<file path="src/logic/simd_fp_pkg.sv">
// SIMD FP slice package with formats, operations, status flags and stage payloads
`default_nettype none

package simd_fp_pkg;

  // ------------------------------------------------------------------------
  // Slice geometry
  // ------------------------------------------------------------------------
  localparam int unsigned WORD_WIDTH = 32; // One slice word
  localparam int unsigned NUM_LANES  = 2;  // FP16 vectors use two lanes

  // ------------------------------------------------------------------------
  // Formats and operations
  // ------------------------------------------------------------------------
  typedef enum logic {
    FP32 = 1'b0,
    FP16 = 1'b1
  } fp_format_e;

  typedef enum logic [2:0] {
    MIN   = 3'd0,
    MAX   = 3'd1,
    SGNJ  = 3'd2, // Take sign of b
    SGNJN = 3'd3, // Take inverted sign of b
    SGNJX = 3'd4  // XOR of both signs
  } operation_e;

  // IEEE exception flags of which only nv can be raised by this group
  typedef struct packed {
    logic nv; // Invalid
    logic dz; // Divide by zero
    logic of; // Overflow
    logic uf; // Underflow
    logic nx; // Inexact
  } status_t;

  // One word seen as a single FP32 value or as two FP16 lanes (lane 0 low)
  typedef union packed {
    logic [WORD_WIDTH-1:0]                          fp32;
    logic [NUM_LANES-1:0][WORD_WIDTH/NUM_LANES-1:0] fp16;
  } operand_u;

  // Control that travels with the data
  typedef struct packed {
    operation_e op;
    fp_format_e fmt;
    logic       vectorial;
  } lane_ctrl_t;

  // ------------------------------------------------------------------------
  // Stage payloads
  // ------------------------------------------------------------------------
  typedef struct packed {
    operand_u             a;
    operand_u             b;
    lane_ctrl_t           ctrl;
    logic [NUM_LANES-1:0] lane_en;
  } decode_out_t;

  typedef struct packed {
    operand_u                  result;
    status_t [NUM_LANES-1:0]   status; // Per-lane flags with disabled lanes cleared
    lane_ctrl_t                ctrl;
    logic    [NUM_LANES-1:0]   lane_en;
  } lane_out_t;

endpackage

`default_nettype wire

</file>
<file path="src/logic/lane_op.sv">
// Single lane min/max and sign injection for FP32 or FP16 values
`timescale 1ns/1ns
`default_nettype none

module lane_op (
  input  logic [simd_fp_pkg::WORD_WIDTH-1:0] a_i,
  input  logic [simd_fp_pkg::WORD_WIDTH-1:0] b_i,
  input  simd_fp_pkg::operation_e            op_i,
  input  simd_fp_pkg::fp_format_e            fmt_i,
  output logic [simd_fp_pkg::WORD_WIDTH-1:0] result_o,
  output simd_fp_pkg::status_t               status_o
);

  localparam int unsigned W = simd_fp_pkg::WORD_WIDTH;

  logic [W-1:0] a_val, b_val, canon_nan, sgnj_res;
  logic [W-2:0] a_mag, b_mag;
  logic         a_sign, b_sign, a_nan, b_nan, a_snan, b_snan;
  logic         a_lt_b, res_sign, is_minmax;

  // ------------------------------------------------------------------------
  // Operand classification
  // ------------------------------------------------------------------------
  always_comb begin : classify
    if (fmt_i == simd_fp_pkg::FP32) begin
      a_val     = a_i;
      b_val     = b_i;
      a_mag     = a_i[30:0];
      b_mag     = b_i[30:0];
      a_sign    = a_i[31];
      b_sign    = b_i[31];
      a_nan     = (&a_i[30:23]) & (|a_i[22:0]);
      b_nan     = (&b_i[30:23]) & (|b_i[22:0]);
      a_snan    = a_nan & ~a_i[22]; // Quiet bit clear
      b_snan    = b_nan & ~b_i[22];
      canon_nan = 32'h7fc0_0000;
    end else begin
      a_val     = {16'b0, a_i[15:0]}; // Upper half of the lane is ignored
      b_val     = {16'b0, b_i[15:0]};
      a_mag     = {16'b0, a_i[14:0]};
      b_mag     = {16'b0, b_i[14:0]};
      a_sign    = a_i[15];
      b_sign    = b_i[15];
      a_nan     = (&a_i[14:10]) & (|a_i[9:0]);
      b_nan     = (&b_i[14:10]) & (|b_i[9:0]);
      a_snan    = a_nan & ~a_i[9];
      b_snan    = b_nan & ~b_i[9];
      canon_nan = 32'h0000_7e00;
    end
  end

  // Ordering where -0 sits below +0
  assign a_lt_b = (a_sign != b_sign) ? a_sign :
                  a_sign             ? (a_mag > b_mag) : (a_mag < b_mag);

  assign is_minmax = (op_i == simd_fp_pkg::MIN) | (op_i == simd_fp_pkg::MAX);

  always_comb begin : sign_inject
    case (op_i)
      simd_fp_pkg::SGNJ:  res_sign = b_sign;
      simd_fp_pkg::SGNJN: res_sign = ~b_sign;
      simd_fp_pkg::SGNJX: res_sign = a_sign ^ b_sign;
      default:            res_sign = a_sign;
    endcase
    sgnj_res = (fmt_i == simd_fp_pkg::FP32) ? {res_sign, a_i[30:0]}
                                            : {16'b0, res_sign, a_i[14:0]};
  end

  always_comb begin : select_result
    result_o = sgnj_res;
    status_o = '0; // Sign injection is always quiet
    if (is_minmax) begin
      status_o.nv = a_snan | b_snan;
      if (a_nan && b_nan)                           result_o = canon_nan;
      else if (a_nan)                               result_o = b_val;
      else if (b_nan)                               result_o = a_val;
      else if ((op_i == simd_fp_pkg::MIN) == a_lt_b) result_o = a_val;
      else                                          result_o = b_val;
    end
  end

endmodule

`default_nettype wire

</file>
<file path="src/logic/lane_stage.sv">
// Lane stage that runs min/max and sign injection on every lane and registers the results
`timescale 1ns/1ns
`default_nettype none

module lane_stage #(
  parameter int unsigned TagWidth = 4
) (
  input  logic                       clk_i,
  input  logic                       rst_n_i,
  input  simd_fp_pkg::decode_out_t   in_i,
  input  logic [TagWidth-1:0]        tag_i,
  input  logic                       in_valid_i,
  output logic                       in_ready_o,
  input  logic                       flush_i,
  output simd_fp_pkg::lane_out_t     out_o,
  output logic [TagWidth-1:0]        tag_o,
  output logic                       out_valid_o,
  input  logic                       out_ready_i
);

  localparam int unsigned W    = simd_fp_pkg::WORD_WIDTH;
  localparam int unsigned NL   = simd_fp_pkg::NUM_LANES;
  localparam int unsigned HALF = W / NL;

  logic [NL-1:0][W-1:0]           lane_a, lane_b, lane_res;
  simd_fp_pkg::status_t [NL-1:0]  lane_status;
  simd_fp_pkg::lane_out_t         out_d, out_q;
  logic                           valid_q;
  logic [TagWidth-1:0]            tag_q;

  // ------------------------------------------------------------------------
  // Lanes
  // ------------------------------------------------------------------------
  for (genvar l = 0; l < NL; l++) begin : gen_lanes
    // FP16 lanes see their own half, FP32 uses the whole word
    assign lane_a[l] = (in_i.ctrl.fmt == simd_fp_pkg::FP32) ? in_i.a.fp32
                                                            : {{(W-HALF){1'b0}}, in_i.a.fp16[l]};
    assign lane_b[l] = (in_i.ctrl.fmt == simd_fp_pkg::FP32) ? in_i.b.fp32
                                                            : {{(W-HALF){1'b0}}, in_i.b.fp16[l]};

    lane_op i_lane_op (
      .a_i      ( lane_a[l]      ),
      .b_i      ( lane_b[l]      ),
      .op_i     ( in_i.ctrl.op   ),
      .fmt_i    ( in_i.ctrl.fmt  ),
      .result_o ( lane_res[l]    ),
      .status_o ( lane_status[l] )
    );
  end

  always_comb begin : gather
    out_d.ctrl        = in_i.ctrl;
    out_d.lane_en     = in_i.lane_en;
    out_d.result.fp32 = lane_res[0]; // FP32 result lives in lane 0
    if (in_i.ctrl.fmt == simd_fp_pkg::FP16) begin
      for (int l = 0; l < NL; l++) begin
        out_d.result.fp16[l] = lane_res[l][HALF-1:0];
      end
    end
    for (int l = 0; l < NL; l++) begin
      out_d.status[l] = in_i.lane_en[l] ? lane_status[l] : '0;
    end
  end

  // ------------------------------------------------------------------------
  // Stage register
  // ------------------------------------------------------------------------
  assign in_ready_o = out_ready_i | ~valid_q; // Holds data under back-pressure

  always_ff @(posedge clk_i or negedge rst_n_i) begin : valid_reg
    if (!rst_n_i) begin
      valid_q <= 1'b0;
    end else if (flush_i) begin
      valid_q <= 1'b0;
    end else if (in_ready_o) begin
      valid_q <= in_valid_i;
    end
  end

  always_ff @(posedge clk_i) begin : data_reg
    if (in_ready_o && in_valid_i) begin
      out_q <= out_d;
      tag_q <= tag_i;
    end
  end

  assign out_o       = out_q;
  assign tag_o       = tag_q;
  assign out_valid_o = valid_q;

endmodule

`default_nettype wire

</file>
<file path="src/logic/result_pack.sv">
// Output packer that NaN-boxes unused FP16 lanes and collapses lane status
`timescale 1ns/1ns
`default_nettype none

module result_pack (
  input  simd_fp_pkg::lane_out_t in_i,
  output simd_fp_pkg::operand_u  result_o,
  output simd_fp_pkg::status_t   status_o
);

  localparam int unsigned NL = simd_fp_pkg::NUM_LANES;

  simd_fp_pkg::status_t status_acc;

  // ------------------------------------------------------------------------
  // Result word
  // ------------------------------------------------------------------------
  // FP32 and vector FP16 words already sit in place after the lane stage.
  // A scalar FP16 result only fills lane 0, so the idle upper lane is
  // filled with ones to keep the value NaN-boxed for wider consumers.
  always_comb begin : pack_result
    result_o = in_i.result;
    if (in_i.ctrl.fmt == simd_fp_pkg::FP16) begin
      for (int l = 0; l < NL; l++) begin
        if (!in_i.lane_en[l]) begin
          result_o.fp16[l] = '1; // NaN box
        end
      end
    end
  end

  // ------------------------------------------------------------------------
  // Status
  // ------------------------------------------------------------------------
  always_comb begin : collapse_status
    status_acc = '0;
    for (int l = 0; l < NL; l++) begin
      if (in_i.lane_en[l]) begin
        status_acc = simd_fp_pkg::status_t'(status_acc | in_i.status[l]);
      end
    end
    status_o = status_acc;
  end

endmodule

`default_nettype wire

</file>
<file path="src/logic/simd_fp_slice.sv">
// SIMD floating-point slice top for min/max and sign injection on FP32 and FP16 lanes
`timescale 1ns/1ns
`default_nettype none

module simd_fp_slice #(
  parameter int unsigned TagWidth = 4
) (
  input  logic                     clk_i,
  input  logic                     rst_n_i,
  // Input side
  input  simd_fp_pkg::operand_u    a_i,
  input  simd_fp_pkg::operand_u    b_i,
  input  simd_fp_pkg::operation_e  op_i,
  input  simd_fp_pkg::fp_format_e  fmt_i,
  input  logic                     vectorial_i,
  input  logic [TagWidth-1:0]      tag_i,
  input  logic                     in_valid_i,
  output logic                     in_ready_o,
  input  logic                     flush_i,
  // Output side
  output simd_fp_pkg::operand_u    result_o,
  output simd_fp_pkg::status_t     status_o,
  output logic [TagWidth-1:0]      tag_o,
  output logic                     out_valid_o,
  input  logic                     out_ready_i,
  output logic                     busy_o
);

  simd_fp_pkg::decode_out_t dec_out;
  simd_fp_pkg::lane_out_t   lane_out;
  logic [TagWidth-1:0]      dec_tag;
  logic                     dec_valid, lane_ready, lane_valid;

  slice_decode #(
    .TagWidth ( TagWidth )
  ) i_slice_decode (
    .clk_i,
    .rst_n_i,
    .a_i,
    .b_i,
    .op_i,
    .fmt_i,
    .vectorial_i,
    .tag_i,
    .in_valid_i,
    .in_ready_o,
    .flush_i,
    .out_o       ( dec_out    ),
    .tag_o       ( dec_tag    ),
    .out_valid_o ( dec_valid  ),
    .out_ready_i ( lane_ready )
  );

  lane_stage #(
    .TagWidth ( TagWidth )
  ) i_lane_stage (
    .clk_i,
    .rst_n_i,
    .in_i        ( dec_out    ),
    .tag_i       ( dec_tag    ),
    .in_valid_i  ( dec_valid  ),
    .in_ready_o  ( lane_ready ),
    .flush_i,
    .out_o       ( lane_out   ),
    .tag_o,
    .out_valid_o ( lane_valid ),
    .out_ready_i
  );

  result_pack i_result_pack (
    .in_i     ( lane_out ),
    .result_o,
    .status_o
  );

  assign out_valid_o = lane_valid;
  assign busy_o      = dec_valid | lane_valid; // Anything in flight

endmodule

`default_nettype wire

</file>
<file path="src/logic/slice_decode.sv">
// Decode stage that checks FP16 NaN boxing, splits operands into lanes and registers them
`timescale 1ns/1ns
`default_nettype none

module slice_decode #(
  parameter int unsigned TagWidth = 4
) (
  input  logic                       clk_i,
  input  logic                       rst_n_i,
  input  simd_fp_pkg::operand_u      a_i,
  input  simd_fp_pkg::operand_u      b_i,
  input  simd_fp_pkg::operation_e    op_i,
  input  simd_fp_pkg::fp_format_e    fmt_i,
  input  logic                       vectorial_i,
  input  logic [TagWidth-1:0]        tag_i,
  input  logic                       in_valid_i,
  output logic                       in_ready_o,
  input  logic                       flush_i,
  output simd_fp_pkg::decode_out_t   out_o,
  output logic [TagWidth-1:0]        tag_o,
  output logic                       out_valid_o,
  input  logic                       out_ready_i
);

  // Scalar FP16 operand must have an all-ones upper half, otherwise it reads as qNaN
  function automatic simd_fp_pkg::operand_u nan_box_check(simd_fp_pkg::operand_u op,
                                                          logic scalar_h);
    simd_fp_pkg::operand_u res;
    res = op;
    if (scalar_h && (op.fp16[1] != '1)) begin
      res.fp16[0] = 16'h7e00;
    end
    return res;
  endfunction

  simd_fp_pkg::decode_out_t out_d, out_q;
  logic                     scalar_h;
  logic                     valid_q;
  logic [TagWidth-1:0]      tag_q;

  assign scalar_h = (fmt_i == simd_fp_pkg::FP16) & ~vectorial_i;

  always_comb begin : decode
    out_d.a              = nan_box_check(a_i, scalar_h);
    out_d.b              = nan_box_check(b_i, scalar_h);
    out_d.ctrl.op        = op_i;
    out_d.ctrl.fmt       = fmt_i;
    out_d.ctrl.vectorial = vectorial_i;
    out_d.lane_en[0]     = 1'b1; // Lane 0 always runs
    out_d.lane_en[1]     = (fmt_i == simd_fp_pkg::FP16) & vectorial_i;
  end

  // ------------------------------------------------------------------------
  // Stage register
  // ------------------------------------------------------------------------
  assign in_ready_o = out_ready_i | ~valid_q;

  always_ff @(posedge clk_i or negedge rst_n_i) begin : valid_reg
    if (!rst_n_i) begin
      valid_q <= 1'b0;
    end else if (flush_i) begin
      valid_q <= 1'b0;
    end else if (in_ready_o) begin
      valid_q <= in_valid_i;
    end
  end

  always_ff @(posedge clk_i) begin : data_reg
    if (in_ready_o && in_valid_i) begin
      out_q <= out_d;
      tag_q <= tag_i; // Tag follows its item
    end
  end

  assign out_o       = out_q;
  assign tag_o       = tag_q;
  assign out_valid_o = valid_q;

endmodule

`default_nettype wire

</file>
<file path="config.mk">
export PLATFORM = sky130hd
export DESIGN_NAME = simd_fp_slice
export DESIGN_NICKNAME = d
export VERILOG_FILES = /design/src/logic/simd_fp_pkg.sv /design/src/logic/lane_op.sv /design/src/logic/lane_stage.sv /design/src/logic/result_pack.sv /design/src/logic/simd_fp_slice.sv /design/src/logic/slice_decode.sv
export SDC_FILE = /design/constraint.sdc
export NUM_CORES = 1
export LEC_CHECK = 0
export BUFFER_PORTS_ARGS = -buffer_cell sky130_fd_sc_hd__buf_4
export CAP_MARGIN = 20
export CORE_UTILIZATION = 50
export DETAILED_ROUTE_END_ITERATION = 7
export GPL_ROUTABILITY_DRIVEN = 0
export PLACE_DENSITY = 0.7
export SLEW_MARGIN = 30
export SYNTH_ARGS = -nofsm -noshare
export SYNTH_HDL_FRONTEND = slang
export SYNTH_SLANG_ARGS = --single-unit
</file>
<file path="constraint.sdc">
create_clock -name clk_i -period 6.2 [get_ports clk_i]
set_input_delay 0.62 -clock clk_i [delete_from_list [all_inputs] [get_ports clk_i]]
set_output_delay 0.62 -clock clk_i [all_outputs]
set_load 0.01 [all_outputs]
</file>
==> results.yml <==
power_and_ir_drop:
  p_leak_nw: 3.490
  power_density_mw_per_mm2: 263.0
  ir_drop_uv: 262.6
status:
  status: "finished, final reports clean"
synth:
  synth_cell_types: 62
  synth_edf_count: 113
  avgSynthCellArea_um2: 10.90
  seq_area_frac_synth_pct: 48.32
  netlist_area_mm2: 0.007126
  synth_top_area_share_pct: 47.62
  yosys.area.top_type: "edfxtp_1"
  synth_ff_type: "edfxtp_1"
  synth_cells: 654
  ys_ff_latch: 115
  async_reset_ff_share_pct: 1.739
  ys_warn_count: 0
  synth.area.top_cells: "edfxtp_1, ha_1, mux2i_1, nand2b_1, mux2_2"
clocking:
  post_cts_buffers: 0
  path_clk_slew_ns: 0.05
  htreeDepth: 4
  post_cts_resized: 0
  clk_path_buf_depth: 2
  cts_buffers: 17
  root_buffer: "clkbuf_16"
  cts.sinks: 115
  ctsHoldBuffers: 1
  clock_latency_ns: 0.42
  cts_tree: "yes"
drt:
  drt_iter0_drc: 620
  routed_via_density: 6.238
  wire_per_inst_um: 20.85
  drcViolationCount: 0
  antenna_left: 0
  vias: 5920
  finalWirelength_um: 19790
  first_pass_iters: 7
timing:
  rsz0062_at_grt: "false"
  whs_ns: 0.3573
  final-hold-violation-count: 0
  tightest_slew_ns: 0.9095
  finalSetupViolations: 0
  tns_ns: 0
  clock_skew_ns: 0.01201
  max_freq_mhz: 214.2
  min_period_over_period_pct: 75.31
  report.final.slew_viol_count: 0
  fin_ws_ns: 1.531
  period_needed_ns: 4.669
  max_slew_margin_pct: 39.37
final_layout:
  diodes: 0
  final-instance-count-excl-fill: 949
  seq_area_mm2: 0.003443
  layout.nets: 880
  finalCoreUtilization_pct: 62.24
  syn2layout_area_growth_pct: 21.25
  drive_above_1_share_pct: 24.06
  fillers: 1147
  multi_input_area_mm2: 0.003351
global_routing:
  overflow: 0
  grt_usage_pct: 28.09
  antenna_found_initial: 0
  grt_max_degree: 76
  grt_pass1_vias: 5641
  grt_first_pass_wirelength_um: 30300
critical_path:
  slowest_delay_ns: 0.68
  rr_startpoint: "i_slice_decode.out_o[3]"
  slowest_stage: "buf_4"
  arrival_ns: 4.84
  crit_required_ns: 6.37
  ff2ff_setup_slack_ns: 1.53
  critPathLaunch: "i_slice_decode.out_o[3]"
  critPathMaxFanout: 75
  worst-r2r-cell-count: 12
  crit_type: "reg2reg"
  startpoint_type: "flip-flop"
  crit_chain: "buf_4 > mux2_2 > ha_1 > a211oi_1 > nor2_1 > nor3_1 > o211ai_1 > a311o_1 > or4_1 > a31o_2 > a2bb2oi_2 > a22o_1"
  worstSetupEndpointType: "flip-flop"
floorplan:
  die_area_mm2: 0.01473
  num_rows: 43
  core_mm2: 0.01388
  die_x_um: 121.4
  die_y_um: 121.4
  design.portCount: 122
  initial_core_util_pct: 51.33
place:
  post-place-ws_ns: 1.677
  dp_hpwl_um: 14960
  placed_cells: 916
  port_buffers: 117
hold_path:
  whs_path_depth: 2
  min_path_type: "in2reg"
  min_from: "flush_i"
flow_run:
  drv_cap: 0
## flip-flops by register name, summed over array words and instances, names as in the netlist
signal,flops
i_lane_stage.tag_o,4
i_slice_decode.tag_o,4
i_lane_stage.out_valid_o,1
i_slice_decode.out_valid_o,1
i_slice_decode.out_o,69
i_lane_stage.out_o,36
## power by group
part / internal, mW / switching [mW]
Sequential: 0.917 / 0.0634
Combinational: 0.168 / 0.192
Clock: 0.591 / 0.341
Total: 1.68 / 0.597
## cell type report
cell class              instances  area share [%]
clock buffers                  20           5.054
multi-input cells             473           38.78
clock inverters                12           1.535
flip-flops and latches        115           39.86
repair buffers                125           11.12
inverters                      24           1.043
well taps                     180           2.607
## cell usage after synthesis (9+ instances only)
library cell and count:
buf_4 20, mux2_2 15, nand2_1 45, nand3_1 10
nand4_1 27, mux2i_1 23, a21oi_1 26, inv_1 24
nor4_1 9, o21ai_0 26, and2_1 23, nand2b_1 33
edfxtp_1 113, nor3_1 17, a22o_1 16, nor2b_1 17
nor2_1 37, ha_1 46, clkbuf_1 15
## per-layer routing
metal	track usage, %	wire (µm)
met3	7.237	2108
met4	16.44	1018
met1	36.40	7917
met2	42.29	8743
met5	0	0
## cell usage in the layout, fill, tap and decap left out, types with 4 or more instances in the layout
cell type / count
edfxtp_1: 113
and2_1: 22
nor3_1: 17
nand4_1: 27
a22oi_1: 5
conb_1: 4
mux2_2: 15
o21ai_0: 26
a22o_1: 16
ha_1: 46
or4_1: 6
buf_4: 123
a221o_1: 4
a211oi_1: 7
mux2i_1: 23
nor4_1: 9
nand2_1: 45
o32ai_1: 4
a21oi_1: 26
o31ai_1: 5
nand2b_1: 33
clkbuf_16: 17
and3_1: 6
nand3b_1: 5
a31oi_1: 7
inv_1: 23
nor2_1: 37
nand3_1: 10
nor2b_1: 16
or2_2: 5
## critical path: cells and delay by family, from the launching register on
| kind | cells | cell delay (ns) |
|---|---|---|
| adders and majority gates | 1 | 0.30 |
| AOI/OAI and AO/OA | 6 | 1.70 |
| buffers and inverters | 1 | 0.68 |
| muxes | 1 | 0.42 |
| and+or+nand+nor | 3 | 0.93 |
| DFF | 1 | 0.35 |
## kinds of logic after synthesis
logic type	after synthesis	synth area share, %
AO/OA/AOI/OAI	138	13.82
XOR/XNOR	1	0.1229
adder cells (fa/ha/maj)	46	8.077
buffers and inverters	69	5.145
flip-flops	115	48.32
multiplexers	38	5.601
other	1	0.05263
AND/OR/NAND/NOR	246	18.86
## worst paths after layout
path	to
setup / recovery	i_lane_stage.out_o[38]
hold / removal	i_slice_decode.out_valid_o
setup reg to reg	i_lane_stage.out_o[38]
hold reg to reg	i_lane_stage.tag_o[2]
max in group asynchronous	i_slice_decode.out_valid_o
min in group asynchronous	i_lane_stage.out_valid_o
## metrics by stage
| step | cell area [µm²] | total power, mW |
|---|---|---|
| after floorplan | 7137 | 1.205 |
| after global placement | 8033 | 1.325 |
| after detailed placement | 8060 | 1.344 |
| after CTS | 8640 | 2.278 |
| after global routing | 8640 | 2.354 |
| final | 8640 | 2.272 |
(Power assumes the default switching activity.)
